### config.mk
export PLATFORM = sky130hd
export DESIGN_NAME = sdaLineDriver
export DESIGN_NICKNAME = d
export VERILOG_FILES = /design/src/rtl/i2cPkg.sv /design/src/rtl/sdaLineDriver.sv
export VERILOG_INCLUDE_DIRS = /design/src /design/src/rtl
export SDC_FILE = /design/constraint.sdc
export NUM_CORES = 1
export LEC_CHECK = 0
export ABC_CLOCK_PERIOD_IN_PS = 800
export BUFFER_PORTS_ARGS = -buffer_cell sky130_fd_sc_hd__buf_4
export CORE_AREA = 5 5 42 44
export CTS_CLUSTER_DIAMETER = 80
export DETAILED_ROUTE_END_ITERATION = 8
export DIE_AREA = 0 0 47 49
export HOLD_SLACK_MARGIN = 0.15
export SLEW_MARGIN = 40
export SYNTH_ARGS = -nofsm -noshare
export SYNTH_HDL_FRONTEND = slang
export SYNTH_SLANG_ARGS = --single-unit
### constraint.sdc
create_clock -name i2c_clock -period 0.8 [get_ports i2c_clock]
set_input_delay 0.12 -clock i2c_clock [delete_from_list [all_inputs] [get_ports i2c_clock]]
set_output_delay 0.12 -clock i2c_clock [all_outputs]
set_load 0.05 [all_outputs]
### src/rtl/i2c_cfg.svh
// bus timing and byte width macros for the I2C master
`ifndef I2C_CFG_SVH
`define I2C_CFG_SVH

// i2c_clock cycles per quarter of an SCL bit
// one bit period is four times this value
`define I2C_PHASE_DIVIDE 1

// bits per byte field and per shift count
`define I2C_BYTE_BITS 8

`endif

### src/rtl/i2cPkg.sv
// command, response, SCL phase and SDA line request types
`include "i2c_cfg.svh"

package i2cPkg;

	// one requested register access
	typedef struct packed {
		logic [6:0]                  deviceAddr;
		logic [`I2C_BYTE_BITS-1:0]   regAddr;
		logic [`I2C_BYTE_BITS-1:0]   writeData;
		logic                        isRead;
	} i2cCommand_t;

	// result of one access
	// readData stays zero after a write or a missing acknowledge
	typedef struct packed {
		logic [`I2C_BYTE_BITS-1:0]   readData;
		logic                        ackError;
	} i2cResponse_t;

	// quarter of the bit period, SCL high in rise and high
	typedef enum logic [1:0] {
		phaseLowEarly = 2'd0,
		phaseRise     = 2'd1,
		phaseHigh     = 2'd2,
		phaseLowLate  = 2'd3
	} sclPhase_t;

	// what SDA does over the current bit
	typedef enum logic [2:0] {
		actionIdle    = 3'd0,
		actionStart   = 3'd1,
		actionStop    = 3'd2,
		actionSendBit = 3'd3,
		actionRelease = 3'd4
	} sdaAction_t;

	// per-bit request from the sequencer to the line driver
	typedef struct packed {
		sdaAction_t  action;
		logic        bitValue;
	} lineRequest_t;

endpackage

### src/rtl/sdaLineDriver.sv
// SDA pull-down pattern per action and phase, plus the sampled SDA bit
`timescale 1ns/1ns

module sdaLineDriver (
	input  logic                 i2c_clock,
	input  logic                 reset,
	input  i2cPkg::sclPhase_t    phase,
	input  i2cPkg::lineRequest_t lineReq,
	input  logic                 sdaIn,
	output logic                 sdaPullLow,
	output logic                 sampledBit
);

	logic pullNext;

	always_comb begin
		case (lineReq.action)
			// high for the first half, falls while SCL is high
			i2cPkg::actionStart: begin
				pullNext = (phase == i2cPkg::phaseHigh) || (phase == i2cPkg::phaseLowLate);
			end
			// low for the first half, rises while SCL is high
			i2cPkg::actionStop: begin
				pullNext = (phase == i2cPkg::phaseLowEarly) || (phase == i2cPkg::phaseRise);
			end
			i2cPkg::actionSendBit: begin
				pullNext = !lineReq.bitValue;
			end
			default: begin
				pullNext = 1'b0;
			end
		endcase
	end

	// pull-down lags phase by one cycle, matching the registered SCL
	always_ff @(posedge i2c_clock) begin
		if (reset) begin
			sdaPullLow <= 1'b0;
			sampledBit <= 1'b1;
		end else begin
			sdaPullLow <= pullNext;
			if (phase == i2cPkg::phaseHigh) begin
				sampledBit <= sdaIn;
			end
		end
	end

endmodule

Yosys cells after proc, flatten, opt, wreduce, memory -nomap -nowiden. Cells that the tools add are included. Widths: inputs -> output; s select.

Register bits after elaboration: 2. Output and inout port bits: 2.

Eq/ne operators: 6. Multiplexer cells: 1. Reduce and logical (&&, ||, !) cells: 4.

Operator list (number): $eq 3x2->1 const B (2); $eq 2x2->1 const B (2); $eq 3x1->1 const B (1); $pmux 1 s3 (1); $eq 2x1->1 const B (1); $logic_not 2->1 (1); $logic_or 1x1->1 (2); $logic_not 1->1 (1).

Longest topological paths before layout. Gate-level depths: netlist of run 1.

Depth after elaboration: 3. Mapped depth: 2. Depth with buffers taken out: 2.

Least setup slack after synthesis of run 1. Ideal clock, no wire load.

Kind: register to register. Start: reg, netlist name sampledBit. End: reg sampledBit. Arrival: 0.760 ns. Data required time: 0.680 ns. Slack: -0.080 ns. Cell stages (with the launch flop): 2. Path buffers: 0. Clock period less this slack: 0.880 ns. Cells stage by stage: dfxtp_1 -> a211o_1.

RTL lines: to (signal assigned) (line sdaLineDriver.sv:43) `sampledBit <= sdaIn;`; to (decl) (line sdaLineDriver.sv:11) `output logic sampledBit`.

Worst setup path in the final report of run 1.
Start: reg sampledBit. End: out sampledBit.

No word-level cell between the ends.

==> results.toml, run 1 <==
[run_status]
status = "finished with violations"
violations = "setup timing"

[route]
drt-pass1-iter-count = 1
drc = 0
avgViaCountPerCell = 3.35
vias = 124
wl_um = 286
drt_iter0_drc = 0
ant_nets = 0
routedWlPerCell_um = 7.73

[worst_setup_path]
cp.arrival_ns = 0.70
crit_required_ns = 0.68
cp_top_family = "flip-flops"
slowest_delay_ns = 0.33
critical_path_class = "flip-flop to output pin"
crit_chain = "buf_8"
crit_fanout = 2
r2r-start = "sampledBit"
startpoint_type = "flip-flop"
worst-path-buf-inv = 1
crit_path_end_kind = "output pin"
critical_path.startpoint = "sampledBit"
slowest_stage = "dfxtp_2"

[logic_synthesis]
ys_seq_area_share_pct = 46.4
synthCells = 8
synthDistinctLibCells = 7
synth.ff_latch_count = 2
netlist_area_sq_um = 86.3
yosysWarnings = 0
synthTopCellsByArea = "dfxtp_1 46%, mux2i_1 12%, a211o_1 10%, and3b_1 10%, and3_1 7.2%"
synth_top_cell_by_area = "dfxtp_1"
synth.avg_cell_area_sq_um = 10.8
synth_top_area_share_pct = 46.4
async_flop_share_pct = 0
synth-edff-count = 0
synth_flop_cell = "dfxtp_1"
yosys.cell_count.top_type = "dfxtp_1"
syn-num-nets = 17

[cts]
clkTransAtPathRegs_ns = 0.03
insertion_delay_ns = 0.22
cts-htree-levels = 1
cts_tree = "done"
root_buffer = "clkbuf_4"
clkSinkCount = 2
cts_buffer_depth = 2
cts_buffers = 3

[floorplan]
core-area_sq_um = 1400
die_height_um = 49
initial_core_util_pct = 6.16
io_pins = 11
die_x_um = 47
fp.dieArea_sq_um = 2300
rows = 14

[placement]
finalWeightedCongestion = 0.644
place.port_buffers = 10
place_area_sq_um = 183

[min_path]
worstHoldPathType = "primary input to flip-flop"
min_from = "lineReq[3]"

[pwr]
netSwitchingFraction_pct = 23.1
p_int_uw = 322
combPwrFrac_pct = 19.7
p_leak_uw = 0.000108
p_sw_uw = 96.8
irDropWorstVdd_mv = 0.560
pwr-share-clk_pct = 53.5
seqPwrFrac_pct = 26.8
power.density_nw_per_um2 = 1890

[final_layout]
final_area_sq_um = 221
nNetsFinal = 32
drive_above_1_share_pct = 71.4
final_core_utilization_pct = 15.8
fillerInstances = 167
syn_to_final_growth_pct = 157
diodes = 0

[global_route]
grt_use_total_pct = 3.23
antenna_found_initial = 0
grt_max_degree = 4
grt-ovfl-total = 0
grt_pass1_vias = 137
grt_pass1_wl_um = 476

[sta]
rsz0062_at_grt = "yes"
worst_slew_pin_slew_ns = 0.203
maxSlewHeadroom_pct = 86.3
skew_ns = 0
setup_viol = 2
hold_violations = 0
fin_crit_ns = 0.822
fmax_mhz = 1220
finalSetupTns_ns = -0.0261
drv_slew = 0
fin_ws_ns = -0.0215
period_share_pct = 103

[job]
maxCapViolations = 0
## cells by family after synthesis
kind of cell,count (synthesis),share of synthesized area [%]
flops,2,46.4
compound gates,1,10.1
simple gates,4,31.9
mux,1,11.6
## area by class of cell
type                    count  area, sq um  share of cell area [%]
clock buffers               3         22.5                    10.2
well taps                  16         20.0                    9.04
multi-input cells           6         46.3                    20.9
repair buffers             10         90.1                    40.7
flip-flops and latches      2         42.5                    19.2
## state kept, by name, summed over array words and instances (netlist names)
register and flops:
sampledBit 1, sdaPullLow 1
## power by group through the flow
| stage | logic [uW] | clock network, uW | registers, uW |
|---|---|---|---|
| floorplan | 12.3 | 0 | 131 |
| global placement | 75.2 | 0 | 110 |
| detailed placement | 76.0 | 0 | 111 |
| CTS | 83.9 | 240 | 112 |
| global route | 88.4 | 248 | 113 |
| finish | 82.5 | 224 | 112 |
## cell usage in the layout, fill, tap and decap left out, drive strengths merged
cell,n
dfxtp,2
nand2b,1
a211o,1
and3,1
and3b,1
nor4,1
mux2i,1
buf,10
clkbuf,3
## final timing paths
path / end / slack (ns) / cells after the start
worst min-delay path: sdaPullLow / 0.05 / 2
worst max-delay path: sampledBit / -0.02 / 1
worst max register to register: sampledBit / 0.12 / 1
worst min register to register: sampledBit / 0.48 / 1
## layer usage
| metal | vias up | share of wire, % | track usage (%) |
|---|---|---|---|
| li1 | 57 | - | - |
| met1 | 54 | 44 | 3.50 |
| met2 | 13 | 36 | 3.17 |
| met3 | 0 | 20 | 3.69 |
| met4 | 0 | 0 | 2.76 |
| met5 | - | 0 | 0 |
## repair_timing
action	4_1_cts	5_1_grt
setup endpoints to repair	2	2
endpoints found under the hold margin	2	2
buffers inserted	0	0
resized for setup	5	0
## stage by stage
step / hold WS [ns] / total power (uW) / setup WS, ns / std cells
floorplan: 0.197 / 143 / 0.0239 / 8
global placement: 0.288 / 186 / 0.0304 / 34
detailed placement: 0.292 / 187 / 0.0313 / 34
CTS: 0.0428 / 436 / -0.0351 / 37
global route: 0.0396 / 449 / -0.0485 / 37
finish: 0.0513 / 418 / -0.0215 / 37
No activity file was read; power rests on OpenSTA's default activity.
==> run 2, diff against run 1 <==
--- a/config.mk
+++ b/config.mk
@@ -13,6 +13,7 @@
 export DETAILED_ROUTE_END_ITERATION = 8
 export DIE_AREA = 0 0 47 49
 export HOLD_SLACK_MARGIN = 0.15
+export SETUP_SLACK_MARGIN = 0.5
 export SLEW_MARGIN = 40
 export SYNTH_ARGS = -nofsm -noshare
 export SYNTH_HDL_FRONTEND = slang
==> results.toml, run 2 (synthesis results as in run 1) <==
[global_route]
grt-ovfl-total = 0
globalRouteMet1Util_pct = 3.28
gr-usage-met2_pct = 4.52
antenna_found_initial = 0
use_met3_pct = 6.64
grt_pass1_vias = 158
grt_use_total_pct = 4.57
grt_pass1_wl_um = 607
top_usage_layer = "met3"
grt_max_degree = 4

[cts]
insertion_delay_ns = 0.22
cts_buffers = 3
root_buffer = "clkbuf_4"
cts_tree = "done"
cts-htree-levels = 1
clkTransAtPathRegs_ns = 0.03
post_cts_buffers = 0
clkSinkCount = 2
cts_buffer_depth = 2

[sta]
skew_ns = 0
worst_hold_slack_ns = 0.0713
fin_crit_ns = 0.821
period_share_pct = 103
maxSlewHeadroom_pct = 84.5
fmax_mhz = 1220
setup_viol = 2
hold_violations = 0
finalSetupTns_ns = -0.0322
drv_slew = 0
fin_ws_ns = -0.0210
worst_slew_pin_slew_ns = 0.228
rsz0062_at_grt = "yes"

[floorplan]
fp.dieArea_sq_um = 2300
rows = 14
die_x_um = 47
initial_core_util_pct = 6.16
die_height_um = 49
io_pins = 11
core-area_sq_um = 1400

[final_layout]
reg_top3 = "sampledBit (1), sdaPullLow (1)"
final_common_cell = "buf_4"
final_cell_mix = "5 x buf_4, 3 x clkbuf_4, 3 x buf_6"
diodes = 0
final_core_utilization_pct = 18.7
drive_above_1_share_pct = 85.7
fillerInstances = 160
nNetsFinal = 32
syn_to_final_growth_pct = 203

[pwr]
power.density_nw_per_um2 = 1660
irDropWorstVdd_mv = 0.194
p_leak_uw = 0.000111
finalPower_uw = 434

[worst_setup_path]
worst-path-buf-inv = 1
crit_path_end_kind = "output pin"
cp.arrival_ns = 0.70
startpoint_type = "flip-flop"
crit_fanout = 2
crit_chain = "buf_8"
critical_path_class = "flip-flop to output pin"
slowest_delay_ns = 0.33
slowest_stage = "dfxtp_4"
crit_required_ns = 0.68
cp_top_family = "flip-flops"

[route]
avgViaCountPerCell = 3.22
wl_um = 403
drt_iter0_drc = 0
routedWlPerCell_um = 10.9
drc = 0
vias = 119
ant_nets = 0
drt-pass1-iter-count = 1

[run_status]
status = "finished with violations"
violations = "setup timing"

[job]
maxCapViolations = 0

[placement]
place.port_buffers = 10
place_ws_ns = 0.0247
finalWeightedCongestion = 0.699

[min_path]
worstHoldPathType = "primary input to flip-flop"
[run 2: cell count changes in the layout (fill, tap and decap cells not counted), moves of 2 or more]
cell     before  now
dfxtp_4       0    2
dfxtp_2       2    0
buf_6         0    3
buf_4         8    5
[run 2: layout make-up]
class	instances	area (sq um)	share of cell area [%]
sequential	2	47.5	18.2
multi-input combinational	6	70.1	26.8
timing repair buffer	10	101	38.8
clock buffer	3	22.5	8.61
tap	16	20.0	7.66
[run 2: worst paths after layout]
kind                                 start         end  slack [ns]  cells past startpoint
worst max-delay path            sampledBit  sampledBit       -0.02                      1
worst min-delay path            lineReq[3]  sdaPullLow        0.07                      2
worst max register to register  sampledBit  sampledBit        0.11                      1
worst min register to register  sampledBit  sampledBit        0.48                      1
[run 2: routing by layer]
metal	wire [um]	part of all wire (%)
met1	113	28
met2	164	41
met3	126	31
met4	0	0
met5	0	0
[run 2: what timing repair did]
item                                    4_1_cts  5_1_grt
endpoints found under the hold margin         2        2
endpoints found under the setup margin        4        4
resized for setup                             8        3
pin swaps                                     1        1
[run 2: where the power goes]
part	switching, uW	total [uW]	internal, uW
sequential	4.02	108	104
clock	57.2	223	165
combinational	43.7	104	60.2
[run 2: metrics by stage]
| stage | std cells | cell area, sq um |
|---|---|---|
| final | 37 | 262 |
| after global routing | 37 | 262 |
| after floorplan | 8 | 93.8 |
| after global placement | 34 | 189 |
| after detailed placement | 34 | 189 |
| after CTS | 37 | 245 |
