### src/rtl/i2c_cfg.svh
// bus timing and byte width macros for the I2C master
`ifndef I2C_CFG_SVH
`define I2C_CFG_SVH

// i2c_clock cycles per quarter of an SCL bit
// one bit period is four times this value
`define I2C_PHASE_DIVIDE 1

// bits per byte field and per shift count
`define I2C_BYTE_BITS 8

`endif

### src/rtl/i2cPkg.sv
// command, response, SCL phase and SDA line request types
`include "i2c_cfg.svh"

package i2cPkg;

	// one requested register access
	typedef struct packed {
		logic [6:0]                  deviceAddr;
		logic [`I2C_BYTE_BITS-1:0]   regAddr;
		logic [`I2C_BYTE_BITS-1:0]   writeData;
		logic                        isRead;
	} i2cCommand_t;

	// result of one access
	// readData stays zero after a write or a missing acknowledge
	typedef struct packed {
		logic [`I2C_BYTE_BITS-1:0]   readData;
		logic                        ackError;
	} i2cResponse_t;

	// quarter of the bit period, SCL high in rise and high
	typedef enum logic [1:0] {
		phaseLowEarly = 2'd0,
		phaseRise     = 2'd1,
		phaseHigh     = 2'd2,
		phaseLowLate  = 2'd3
	} sclPhase_t;

	// what SDA does over the current bit
	typedef enum logic [2:0] {
		actionIdle    = 3'd0,
		actionStart   = 3'd1,
		actionStop    = 3'd2,
		actionSendBit = 3'd3,
		actionRelease = 3'd4
	} sdaAction_t;

	// per-bit request from the sequencer to the line driver
	typedef struct packed {
		sdaAction_t  action;
		logic        bitValue;
	} lineRequest_t;

endpackage

### src/rtl/sclPhaseGen.sv
// quarter-phase divider producing SCL, the current phase and the bit-end strobe
`timescale 1ns/1ns
`include "i2c_cfg.svh"

module sclPhaseGen (
	input  logic              i2c_clock,
	input  logic              reset,
	input  logic              running,
	output i2cPkg::sclPhase_t phase,
	output logic              bitEnd,
	output logic              scl
);

	localparam int divBits = (`I2C_PHASE_DIVIDE > 1) ? $clog2(`I2C_PHASE_DIVIDE) : 1;

	logic [divBits-1:0] divCount;
	logic               quarterEnd;
	logic               sclReg;

	assign quarterEnd = (divCount == divBits'(`I2C_PHASE_DIVIDE - 1));

	// counter parks at the start of a bit while the bus is idle
	always_ff @(posedge i2c_clock) begin
		if (reset || !running) begin
			divCount <= '0;
			phase    <= i2cPkg::phaseLowEarly;
		end else if (quarterEnd) begin
			divCount <= '0;
			phase    <= i2cPkg::sclPhase_t'(phase + 2'd1);
		end else begin
			divCount <= divCount + 1'b1;
		end
	end

	// registered so SCL lines up with the registered SDA pull-down
	always_ff @(posedge i2c_clock) begin
		if (reset) begin
			sclReg <= 1'b1;
		end else begin
			sclReg <= !running || (phase == i2cPkg::phaseRise) || (phase == i2cPkg::phaseHigh);
		end
	end

	// idle bus holds SCL high from the first cycle after stop
	assign scl = sclReg || !running;

	// last cycle of the late low quarter
	assign bitEnd = running && (phase == i2cPkg::phaseLowLate) && quarterEnd;

endmodule

### config.mk
export PLATFORM = sky130hd
export DESIGN_NAME = sclPhaseGen
export DESIGN_NICKNAME = d
export VERILOG_FILES = /design/src/rtl/i2cPkg.sv /design/src/rtl/sclPhaseGen.sv
export VERILOG_INCLUDE_DIRS = /design/src /design/src/rtl
export SDC_FILE = /design/constraint.sdc
export NUM_CORES = 1
export LEC_CHECK = 0
export BUFFER_PORTS_ARGS = -buffer_cell sky130_fd_sc_hd__buf_2
export CAP_MARGIN = 40
export CORE_AREA = 2 2 39 41
export DETAILED_ROUTE_END_ITERATION = 10
export DIE_AREA = 0 0 41 43
export PLACE_DENSITY = 0.3
export SETUP_SLACK_MARGIN = 0.05
export SLEW_MARGIN = 20
export SYNTH_ARGS = -nofsm -noshare
export SYNTH_HDL_FRONTEND = slang
export SYNTH_SLANG_ARGS = --single-unit
### constraint.sdc
create_clock -name i2c_clock -period 1.15 [get_ports i2c_clock]
set_input_delay 0.115 -clock i2c_clock [delete_from_list [all_inputs] [get_ports i2c_clock]]
set_output_delay 0.115 -clock i2c_clock [all_outputs]
set_load 0.005 [all_outputs]
[Word-level counts from Yosys, hierarchy flattened]
Index checks and enable logic that the tools add are counted.
Word-level totals
  bits of input ports: 3
  output and inout port bits: 4
  bits in registers: 4
Operators by class
  add/sub/neg operators: 2
  bitwise gates (word level): 1
  reductions and logical operators: 8
  equality and inequality tests: 3
Operator list (number)
  $eq A2 B2 Y1 const B: 2
  $logic_or A1 B1 Y1: 4
  $add A2 B1 Y2 const B: 1
  $eq A2 B1 Y1 const B: 1
  $logic_and A1 B1 Y1: 2
  $reduce_or A2 Y1: 1
  $add A1 B1 Y1 const B: 1
  $logic_not A1 Y1: 1
  $not A1 Y1: 1

[Logic depth before layout (Yosys ltp)]
Gate-level depths: netlist (run 1).
  depth in word-level cells: 3
  depth in mapped cells: 4
  mapped depth without buffers: 4

[Worst setup path before layout (run 1)]
No wires, ideal clock.
  path type: flip-flop to flip-flop
  from: reg phase[0]
  to: reg sclReg
  stages on the path, launching flop included: 4
  setup slack: 0.077 ns
  data arrival time: 0.946 ns
  library setup time: 0.127 ns
  buffers on the path: 0
  cells stage by stage: dfxtp_1 inv_1 ha_1 or3_1
On the way
  word-level cells in the longest chain between the ends: 3
RTL lines
  start: declaration: RTL line sclPhaseGen.sv:9  | output i2cPkg::sclPhase_t phase,
  start signal: assignment: RTL line sclPhaseGen.sv:26  | phase <= i2cPkg::phaseLowEarly;
  start signal: assignment: RTL line sclPhaseGen.sv:29  | phase <= i2cPkg::sclPhase_t'(phase + 2'd1);
  $eq A2 B1 Y1: RTL line sclPhaseGen.sv:40  | sclReg <= !running || (phase == i2cPkg::phaseRise) || (phase == i2cPkg::phaseHigh);
  $logic_or A1 B1 Y1: RTL line sclPhaseGen.sv:40
  $logic_or A1 B1 Y1 *: RTL line sclPhaseGen.sv:40
  end signal: assignment: RTL line sclPhaseGen.sv:40
  end: declaration: RTL line sclPhaseGen.sv:18  | logic sclReg;
Mark *: on every way between the ends. The rest lies on a longest branch, timed or not.
A chain may end at the register's enable or synchronous reset.

[Worst setup path after layout (run 1)]
  from: reg phase[0]
  to: out bitEnd
On the way
  word-level cells in the longest chain between the ends: 3
RTL lines
  $eq A2 B2 Y1: RTL line sclPhaseGen.sv:48  | assign bitEnd = running && (phase == i2cPkg::phaseLowLate) && quarterEnd;
  $logic_and A1 B1 Y1 (2 in a row): RTL line sclPhaseGen.sv:48
  end: declaration: RTL line sclPhaseGen.sv:10  | output logic bitEnd,
Every way passes these cells.

==> results.md, run 1 <==
- Via/cell ratio: 3.56
- N_diodes: 0
- Largest net degree at the start of global routing: 5
- GRT Residual Overflow: 0
- Initial Utilization: 13.1%
- Min-delay worst type: primary input to flip-flop
- CTS root buffer: clkbuf_4
- Vias in the first global route: 173
- F_max: 872 MHz
- Antenna Nets Post-Route: 0
- Share of layout cells above drive strength 1: 56.3%
- Final WL: 437 µm
- Hold Path Cell Cnt: 3
- Synthesized cell area: 181 µm²
- Most frequent cells in the layout: buf_2 (6), clkbuf_4 (3), buf_6 (3)
- CTS Hold Buffers Added: 0
- Critical path capture point type: output pin
- Final hold vios: 0
- Setup CP Type: flip-flop to output pin
- Initial DRC count: 1
- Max H-tree Level: 1
- R2R cell count: 4
- Clock Latency Late Sink: 0.24 ns
- Reg2reg end: phase[1]
- Net Count, Synth: 25
- Die Y: 43 µm
- DR vias: 171
- Die area: 1760 µm²
- Worst Path Arrival: 1.03 ns
- Placed insts: 43
- Yosys warnings: 0
- CP max stage delay: 0.33 ns
- Cell count after synthesis: 19
- CTS tree: done
- First-pass GRT wire length: 759 µm
- Cell Count, Final, Fillers Out: 48
- Worst VDD drop: 500 µV
- # fillers: 158
- Final Cell Area: 313 µm²
- Yosys top cell area share: 44.1%
- Drc violations: 0
- CP startpoint kind: flip-flop
- Highest-delay cell along the critical path: dfxtp_2
- Leakage power: 0.000145 µW
- Sw Ratio: 22.4%
- Critical R2R Launch: phase[1]
- Clk buf depth: 2
- P_int: 289 µW
- Cell area power density: 1190 nW/µm²
- Core Area: 1380 µm²
- Port bufs: 6
- Cts bufs inserted: 3
- Rows: 14
- RSZ-0062 raised after global routing: true
- Clock share of power: 47.4%
- TritonRoute pass-1 iters: 2
- Crit path max fanout: 3
- Max-slew violations: 0
- Synth top area cells: dfxtp_1 (44%), ha_1 (21%), nand2b_1 (6.9%)
- Post-synth top area cell: dfxtp_1
- Min cycle time layout: 1.15 ns
- Required time worst endpoint: 1.03 ns
- Sequential fraction of design power: 41.2%
- Clock Skews: 0.00702 ns
- Tot GR Track Use: 7.12%
- Syn avg cell area: 9.55 µm²
- Commonest non-fill, non-tap cell in the layout: buf_2
- Setup Viol. Count Final: 0
- Status: complete, no violations
- Final hold slack: 0.193 ns
- Hold Crit Start: reset
- Yosys cell types: 11
- Per-cell routed wire length: 9.10 µm
- Fin nets: 40
- Synth Register Bits: 4
- Final Cycle Share: 99.7%
- CTS sink count: 4
- Gp weighted congestion: 0.593
- Critical-path cell list: buf_6, ha_4, nand2_2, nor2_1, buf_2
- Area grow syn2layout: 72.4%
- Seq/Total Area, Yosys: 44.1%
- Clock transition at the registers of the reported paths: 0.04 ns
- IO Count: 7
- Hold Path Sink: phase[0]
- Combinational share of power: 11.4%
- Reg2reg setup slack: 0.04 ns
- Sw power: 83.8 µW
- Post-DP Area: 246 µm²
- Die width: 41 µm
- Initial antenna violation count: 0
- Max_cap viols: 0
power by group through the flow:
stage	combinational (µW)	sequential, µW	clock, µW
global route	48.3	155	204
detailed placement	31.8	155	0
CTS	40.6	153	187
floorplan	13.8	155	0
global placement	30.5	155	0
finish	42.5	154	177
state kept, by name, indices dropped and copies added, names as in the netlist:
| signal | flops |
|---|---|
| divCount | 1 |
| sclReg | 1 |
| phase | 2 |
synthesized netlist by cell type (all sizes together):
cell	number
inv	2
or3	1
nor2	2
ha	3
xor2	1
nand2b	2
nand2	1
dfxtp	4
conb	1
nor2b	1
a211oi	1
timing repair:
action,in CTS,in global routing
pin swaps,4,2
buffers inserted,2,0
resized for setup,6,3
endpoints found under the setup margin,2,3
metal layers:
layer / track usage (%) / vias to the layer above / routed length, µm
li1: - / 84 / -
met5: 0 / - / 0
met1: 7.69 / 79 / 160
met4: 0 / 0 / 0
met3: 9.42 / 0 / 61
met2: 9.06 / 8 / 215
metrics by stage:
stage	TNS, ns	total power, µW	setup WS [ns]	utilization [%]
floorplan	0	169	0.0767	-
CTS	-0.00432	381	-0.00432	22.2
global route	-0.0952	406	-0.0737	22.6
finish	0	373	0.00381	22.6
detailed placement	0	187	0.0607	17.8
global placement	0	185	0.127	17.8
how the worst max path moves through the flow:
stage / startpoint / end / slack [ns] / cells past startpoint
after floorplan: phase[0] / sclReg / 0.08 / 3
after global placement: phase[1] / sclReg / 0.13 / 3
after detailed placement: phase[0] / phase[1] / 0.06 / 4
after CTS: phase[0] / bitEnd / -0.004 / 5
after global routing: phase[0] / bitEnd / -0.07 / 5
final: phase[0] / bitEnd / 0.004 / 5
cell families (layout without fill, tap and decap cells):
family / after synthesis / count (layout) / synth area share (%)
buffers and inverters: 2 / 15 / 4.14
DFF: 4 / 4 / 44.1
other: 1 / 1 / 2.07
xor gates and xnor gates: 1 / 1 / 4.83
and+or+nand+nor: 7 / 7 / 20.0
adders and majority gates: 3 / 3 / 20.7
AOI/OAI and AO/OA: 1 / 1 / 4.14
worst max-delay path, delay by kind of cell (launching register included):
kind                       cells  cell delay [ns]
adders and majority gates      1             0.14
and+or+nand+nor                2             0.08
buffers and inverters          2             0.25
DFF                            1             0.33
final cells by class:
| class | count | area [µm²] | share of cell area [%] |
|---|---|---|---|
| clock buffer | 3 | 22.5 | 7.20 |
| inverter | 2 | 7.51 | 2.40 |
| multi-input combinational | 13 | 109 | 34.8 |
| sequential | 4 | 82.6 | 26.4 |
| tap | 16 | 20.0 | 6.40 |
| timing repair buffer | 10 | 71.3 | 22.8 |
Note: power is estimated with default switching activity, not from simulation.
==> inputs of run 2 (changes only) <==
--- a/config.mk
+++ b/config.mk
@@ -6,6 +6,7 @@
 export SDC_FILE = /design/constraint.sdc
 export NUM_CORES = 1
 export LEC_CHECK = 0
+export ABC_AREA = 1
 export BUFFER_PORTS_ARGS = -buffer_cell sky130_fd_sc_hd__buf_2
 export CAP_MARGIN = 40
 export CORE_AREA = 2 2 39 41
==> results.md, run 2 <==
- Leakage power: 0.000157 µW (was 0.000145 µW)
- Largest reg by FF count: phase (unchanged)
- Tot GR Track Use: 6.53% (was 7.12%)
- Max H-tree Level: 1 (unchanged)
- Yosys cell types: 8 (was 11)
- CTS Hold Buffers Added: 0 (unchanged)
- Crit path max fanout: 4 (was 3)
- Highest-delay cell along the critical path: dfxtp_4 (was dfxtp_2)
- Rows: 14 (unchanged)
- Synthesized cell area: 193 µm² (was 181 µm²)
- Largest net degree at the start of global routing: 5 (unchanged)
- IO Count: 7 (unchanged)
- Syn avg cell area: 7.41 µm² (was 9.55 µm²)
- Cts bufs inserted: 3 (unchanged)
- Overall Power: 354 µW (was 373 µW)
- RSZ-0062 raised after global routing: true (unchanged)
- N_diodes: 0 (unchanged)
- CTS sink count: 4 (unchanged)
- Share of synthesized registers carrying an async set or reset: 0% (unchanged)
- Synth Register Bits: 4 (unchanged)
- EDFF count, synth: 0 (unchanged)
- Min cycle time layout: 1.06 ns (was 1.15 ns)
- Setup CP Type: flip-flop to output pin (unchanged)
- Largest register FFs: 2 (unchanged)
- Initial DRC count: 0 (was 1)
- Biggest regs: phase: 2 flops, divCount: 1 flops, sclReg: 1 flops (unchanged)
- Seq/Total Area, Yosys: 41.6% (was 44.1%)
- Yosys warnings: 0 (unchanged)
- Drc violations: 0 (unchanged)
- Grt met1 use: 6.45% (was 7.69%)
- Clock Skews: 0.00543 ns (was 0.00702 ns)
- Setup Viol. Count Final: 0 (unchanged)
- CP startpoint kind: flip-flop (unchanged)
- # fillers: 159 (was 158)
- CTS root buffer: clkbuf_4 (unchanged)
- Post-synth top area cell: dfxtp_1 (unchanged)
- Final hold vios: 0 (unchanged)
- Area grow syn2layout: 57.8% (was 72.4%)
- First-pass GRT wire length: 676 µm (was 759 µm)
- Share of layout cells above drive strength 1: 43.2% (was 56.3%)
- GR peak layer: met3 (unchanged)
- Required time worst endpoint: 1.03 ns (about the same)
- Net Count, Synth: 32 (was 25)
- Die width: 41 µm (unchanged)
- Detailed Place HPWL: 298 µm
- Critical path capture point type: output pin (unchanged)
- Yosys top cell area share: 41.6% (was 44.1%)
- Per-cell routed wire length: 7.25 µm (was 9.10 µm)
- TritonRoute pass-1 iters: 1 (was 2)
- Via/cell ratio: 3.47 (was 3.56)
- Max_cap viols: 0 (unchanged)
- Final WL: 384 µm (was 437 µm)
- Worst VDD drop: 688 µV (was 500 µV)
- Gp weighted congestion: 0.680 (was 0.593)
- Main synth FF type: dfxtp_1 (unchanged)
- Die Y: 43 µm (unchanged)
- Most numerous cell in the Yosys netlist: nand2_1 (was dfxtp_1)
- Clk buf depth: 2 (unchanged)
- Initial Utilization: 13.9% (was 13.1%)
- Worst Path Arrival: 0.95 ns (was 1.03 ns)
- Cell count after synthesis: 26 (was 19)
- Port bufs: 6 (unchanged)
- Core Area: 1380 µm² (unchanged)
- Met3 usage: 9.42% (unchanged)
- Final Cycle Share: 92.3% (was 99.7%)
- Die area: 1760 µm² (unchanged)
- F_max: 942 MHz (was 872 MHz)
- Clock Latency Late Sink: 0.24 ns (about the same)
- Antenna Nets Post-Route: 0 (unchanged)
- GRT Residual Overflow: 0 (unchanged)
- CTS tree: done (unchanged)
- Max-slew violations: 0 (unchanged)
- Most frequent cells in the layout: inv_1 (6), nand2_1 (6), buf_2 (6), clkbuf_4 (3) (was buf_2 (6), clkbuf_4 (3), buf_6 (3))
- Setup_tns: 0 ns (unchanged)
- Critical-path cell list: ha_4, nand2_2, nor2_1, buf_2 (was buf_6, ha_4, nand2_2, nor2_1, buf_2)
- Fin nets: 45 (was 40)
- Post-synth top cells: nand2_1 (7), inv_1 (6), dfxtp_1 (4), ha_1 (3) (was dfxtp_1 (4), ha_1 (3), inv_1 (2), nand2b_1 (2), nor2_1 (2))
- Synth top area cells: dfxtp_1 (42%), ha_1 (19%), nand2_1 (14%) (was dfxtp_1 (44%), ha_1 (21%), nand2b_1 (6.9%))
- Initial antenna violation count: 0 (unchanged)
- CP max stage delay: 0.36 ns (was 0.33 ns)
- Clock transition at the registers of the reported paths: 0.04 ns (about the same)
- Status: complete, no violations (unchanged)
- Vias in the first global route: 174 (was 173)
- Met2 usage: 8.44% (was 9.06%)
- DR vias: 184 (was 171)
- Min-delay worst type: primary input to flip-flop (unchanged)
- Cell area power density: 1160 nW/µm² (was 1190 nW/µm²)
run 2: cell types whose count changed after synthesis, moves of 2 or more:
cell      delta
inv_1        +4
a21oi_1      +2
nand2_1      +6
nand2b_1     -2
run 2: kinds of logic (layout without fill, tap and decap cells):
family                     after synthesis  count (layout)  synth area share [%]
AOI/OAI and AO/OA                        2               2                  5.20
adders and majority gates                3               3                  19.5
buffers and inverters                    6              17                  11.7
DFF                                      4               4                  41.6
other                                    1               1                  1.95
and+or+nand+nor                         10              10                  20.1
run 2: timing repair:
action | CTS | global route
setup endpoints to repair | 1 | 2
resized for setup | 4 | 3
setup buffers | 2 | 0
pin swaps | 1 | 1
run 2: critical path: cells and delay by family, from the launching register on:
family        cells  cell delay [ns]
fa+ha+maj         1             0.13
buf+inv           1             0.12
flops             1             0.36
simple gates      2             0.11
run 2: final cells by class:
cell class / instances / area, µm² / share of cell area [%]
multi-input cells: 16 / 109 / 35.8
flip-flops and latches: 4 / 85.1 / 28.0
repair buffers: 8 / 45.0 / 14.8
clock buffers: 3 / 22.5 / 7.41
inverters: 6 / 22.5 / 7.41
well taps: 16 / 20.0 / 6.58
run 2: report_power, final:
group	switching, µW	internal (µW)
clock	59.5	117
sequential	5.32	145
combinational	14.3	13.2
total	79.2	275
run 2: metrics by stage:
step                      setup WS [ns]  cells  cell area (µm²)  util [%]  hold WS [ns]
final                            0.0885     53              304      22.0        0.0883
after global routing            0.00821     53              304      22.0        0.0908
after CTS                        0.0611     53              295      21.3        0.0824
after detailed placement          0.132     48              243      17.5         0.334
after global placement            0.156     48              243      17.5         0.324
after floorplan                   0.173     26              193         -         0.199
run 2: per-layer routing:
| metal | vias up | routed length, µm |
|---|---|---|
| met5 | - | 0 |
| met4 | 0 | 0 |
| met3 | 0 | 50 |
| met2 | 7 | 179 |
| met1 | 80 | 155 |
| li1 | 97 | - |
run 2: path summary, 6_finish.rpt:
kind	from	end	slack, ns	depth (start not counted)
worst min-delay path	reset	sclReg	0.09	3
worst min register to register	divCount	phase[0]	0.49	2
worst max-delay path	phase[0]	bitEnd	0.09	4
worst max register to register	phase[0]	phase[1]	0.10	6
==> inputs of run 3 (changes only) <==
--- a/config.mk
+++ b/config.mk
@@ -12,6 +12,7 @@
 export CORE_AREA = 2 2 39 41
 export DETAILED_ROUTE_END_ITERATION = 10
 export DIE_AREA = 0 0 41 43
+export MAX_ROUTING_LAYER = met4
 export PLACE_DENSITY = 0.3
 export SETUP_SLACK_MARGIN = 0.05
 export SLEW_MARGIN = 20
==> constraint.sdc (replaced) <==
create_clock -name i2c_clock -period 1.2 [get_ports i2c_clock]
set_input_delay 0.12 -clock i2c_clock [delete_from_list [all_inputs] [get_ports i2c_clock]]
set_output_delay 0.12 -clock i2c_clock [all_outputs]
set_load 0.005 [all_outputs]
==> results.md, run 3 (synthesis gave the netlist of run 2 again) <==
- Status: complete, no violations (unchanged)
- Die Y: 43 µm (unchanged)
- Final Cell Area: 285 µm² (was 304 µm²)
- Most frequent cells in the layout: nand2_1 (7), inv_1 (6), buf_2 (6), clkbuf_4 (3) (was inv_1 (6), nand2_1 (6), buf_2 (6), clkbuf_4 (3))
- Post-CTS Setup Repair Bufs: 0 (was 2)
- CTS tree: done (unchanged)
- N_diodes: 0 (unchanged)
- Placed insts: 48 (unchanged)
- Rows: 14 (unchanged)
- Final WL: 371 µm (was 384 µm)
- GRT Residual Overflow: 0 (unchanged)
- F_max: 940 MHz
- Critical path capture point type: output pin (unchanged)
- Largest reg by FF count: phase (unchanged)
- Min cycle time layout: 1.06 ns
- Worst VDD drop: 510 µV (was 688 µV)
- CTS sink count: 4 (unchanged)
- Hold Path Cell Cnt: 3 (unchanged)
- Setup_tns: 0 ns (unchanged)
- Crit path max fanout: 5 (was 4)
- Largest net degree at the start of global routing: 6 (was 5)
- Required time worst endpoint: 1.08 ns (was 1.03 ns)
- Share of layout cells above drive strength 1: 34.3% (was 43.2%)
- Antenna Nets Post-Route: 0 (unchanged)
- DR vias: 168 (was 184)
- Min-delay worst type: primary input to flip-flop (unchanged)
- Setup Viol. Count Final: 0 (unchanged)
- CP startpoint kind: flip-flop (unchanged)
- Per-cell routed wire length: 7.27 µm (was 7.25 µm)
- RSZ-0062 raised after global routing: false (was true)
- Cell area power density: 1160 nW/µm² (about the same)
- Max_cap viols: 0 (unchanged)
- Initial DRC count: 1 (was 0)
- Clock Latency Late Sink: 0.24 ns (about the same)
- Worst Path Arrival: 0.94 ns (was 0.95 ns)
- Post-DP Area: 243 µm² (unchanged)
- Largest register FFs: 2 (unchanged)
- Drc violations: 0 (unchanged)
- CTS root buffer: clkbuf_4 (unchanged)
- Tot GR Track Use: 5.76% (was 6.53%)
- Clock Skews: 0.00798 ns (was 0.00543 ns)
- Setup CP Type: flip-flop to output pin (unchanged)
- Worst slack at placement: 0.145 ns (was 0.132 ns)
- Area grow syn2layout: 48.1% (was 57.8%)
- Clock transition at the registers of the reported paths: 0.04 ns (about the same)
- Die area: 1760 µm² (unchanged)
- Final hold vios: 0 (unchanged)
- Cts bufs inserted: 3 (unchanged)
- First-pass GRT wire length: 593 µm (was 676 µm)
- Vias in the first global route: 169 (was 174)
- TritonRoute pass-1 iters: 2 (was 1)
- Via/cell ratio: 3.29 (was 3.47)
- Initial Utilization: 13.9% (unchanged)
- Clk buf depth: 2 (unchanged)
- Initial antenna violation count: 0 (unchanged)
- Fin util: 20.6% (was 22.0%)
- Commonest non-fill, non-tap cell in the layout: nand2_1
- IO Count: 7 (unchanged)
- Leakage power: 0.000146 µW (was 0.000157 µW)
- Cell Count, Final, Fillers Out: 51 (was 53)
- Port bufs: 6 (unchanged)
- Worst Setup Slack, final: 0.137 ns (was 0.0885 ns)
- Gp weighted congestion: 0.584 (was 0.680)
- R2R cell count: 5 (was 6)
- Final Cycle Share: 88.6%
- Fin nets: 43 (was 45)
- Die width: 41 µm (unchanged)
- Max H-tree Level: 1 (unchanged)
- Core Area: 1380 µm² (unchanged)
- Max-slew violations: 0 (unchanged)
- Biggest regs: phase: 2 flops, divCount: 1 flops, sclReg: 1 flops (unchanged)
==> run 3: cell types whose count changed in the layout (fill, tap and decap cells not counted), sizes merged <==
cell  before  now
buf        8    6
==> run 3: cell type report <==
| cell class | count | area, µm² |
|---|---|---|
| timing repair buffer | 6 | 30.0 |
| fill | 163 | 1100 |
| inverter | 6 | 22.5 |
| tap | 16 | 20.0 |
| clock buffer | 3 | 22.5 |
| sequential | 4 | 87.6 |
| multi-input combinational | 16 | 103 |
==> run 3: per-layer routing <==
layer / GRT usage, % / wire length, µm
met1: 3.85 / 134
met2: 9.06 / 180
met3: 7.85 / 57
met4: 0 / 0
met5: - / 0
==> run 3: report_power, final <==
| group | leakage [µW] | total [µW] | internal (µW) | switching [µW] |
|---|---|---|---|---|
| Combinational | 0.0000979 | 22.0 | 10.1 | 11.9 |
| Clock | 0.0000138 | 165 | 112 | 53.5 |
| Sequential | 0.0000346 | 143 | 137 | 6.25 |
==> run 3: path summary, 6_finish.rpt <==
path,from,endpoint,slack (ns)
setup / recovery,phase[0],bitEnd,0.14
hold reg to reg,divCount,phase[1],0.48
setup reg to reg,phase[0],phase[1],0.22
hold / removal,reset,sclReg,0.09
==> run 3: critical path: stages, from the launching register on <==
cell     delay (ns)
dfxtp_4        0.37
ha_4           0.13
nand2_1        0.04
nor2_1         0.07
buf_2          0.11
==> run 3: repair_timing <==
action,CTS,global route
cloned,0,0
pin swaps,0,0
hold buffers,0,0
setup endpoints to repair,1,1
gates resized for setup,1,5
==> run 3: through the flow <==
stage | hold slack, ns | total power, µW
2_1_floorplan | 0.204 | 158
4_1_cts | 0.0885 | 341
3_3_place_gp | 0.331 | 170
6_report | 0.0940 | 330
5_1_grt | 0.0973 | 356
3_5_place_dp | 0.337 | 170
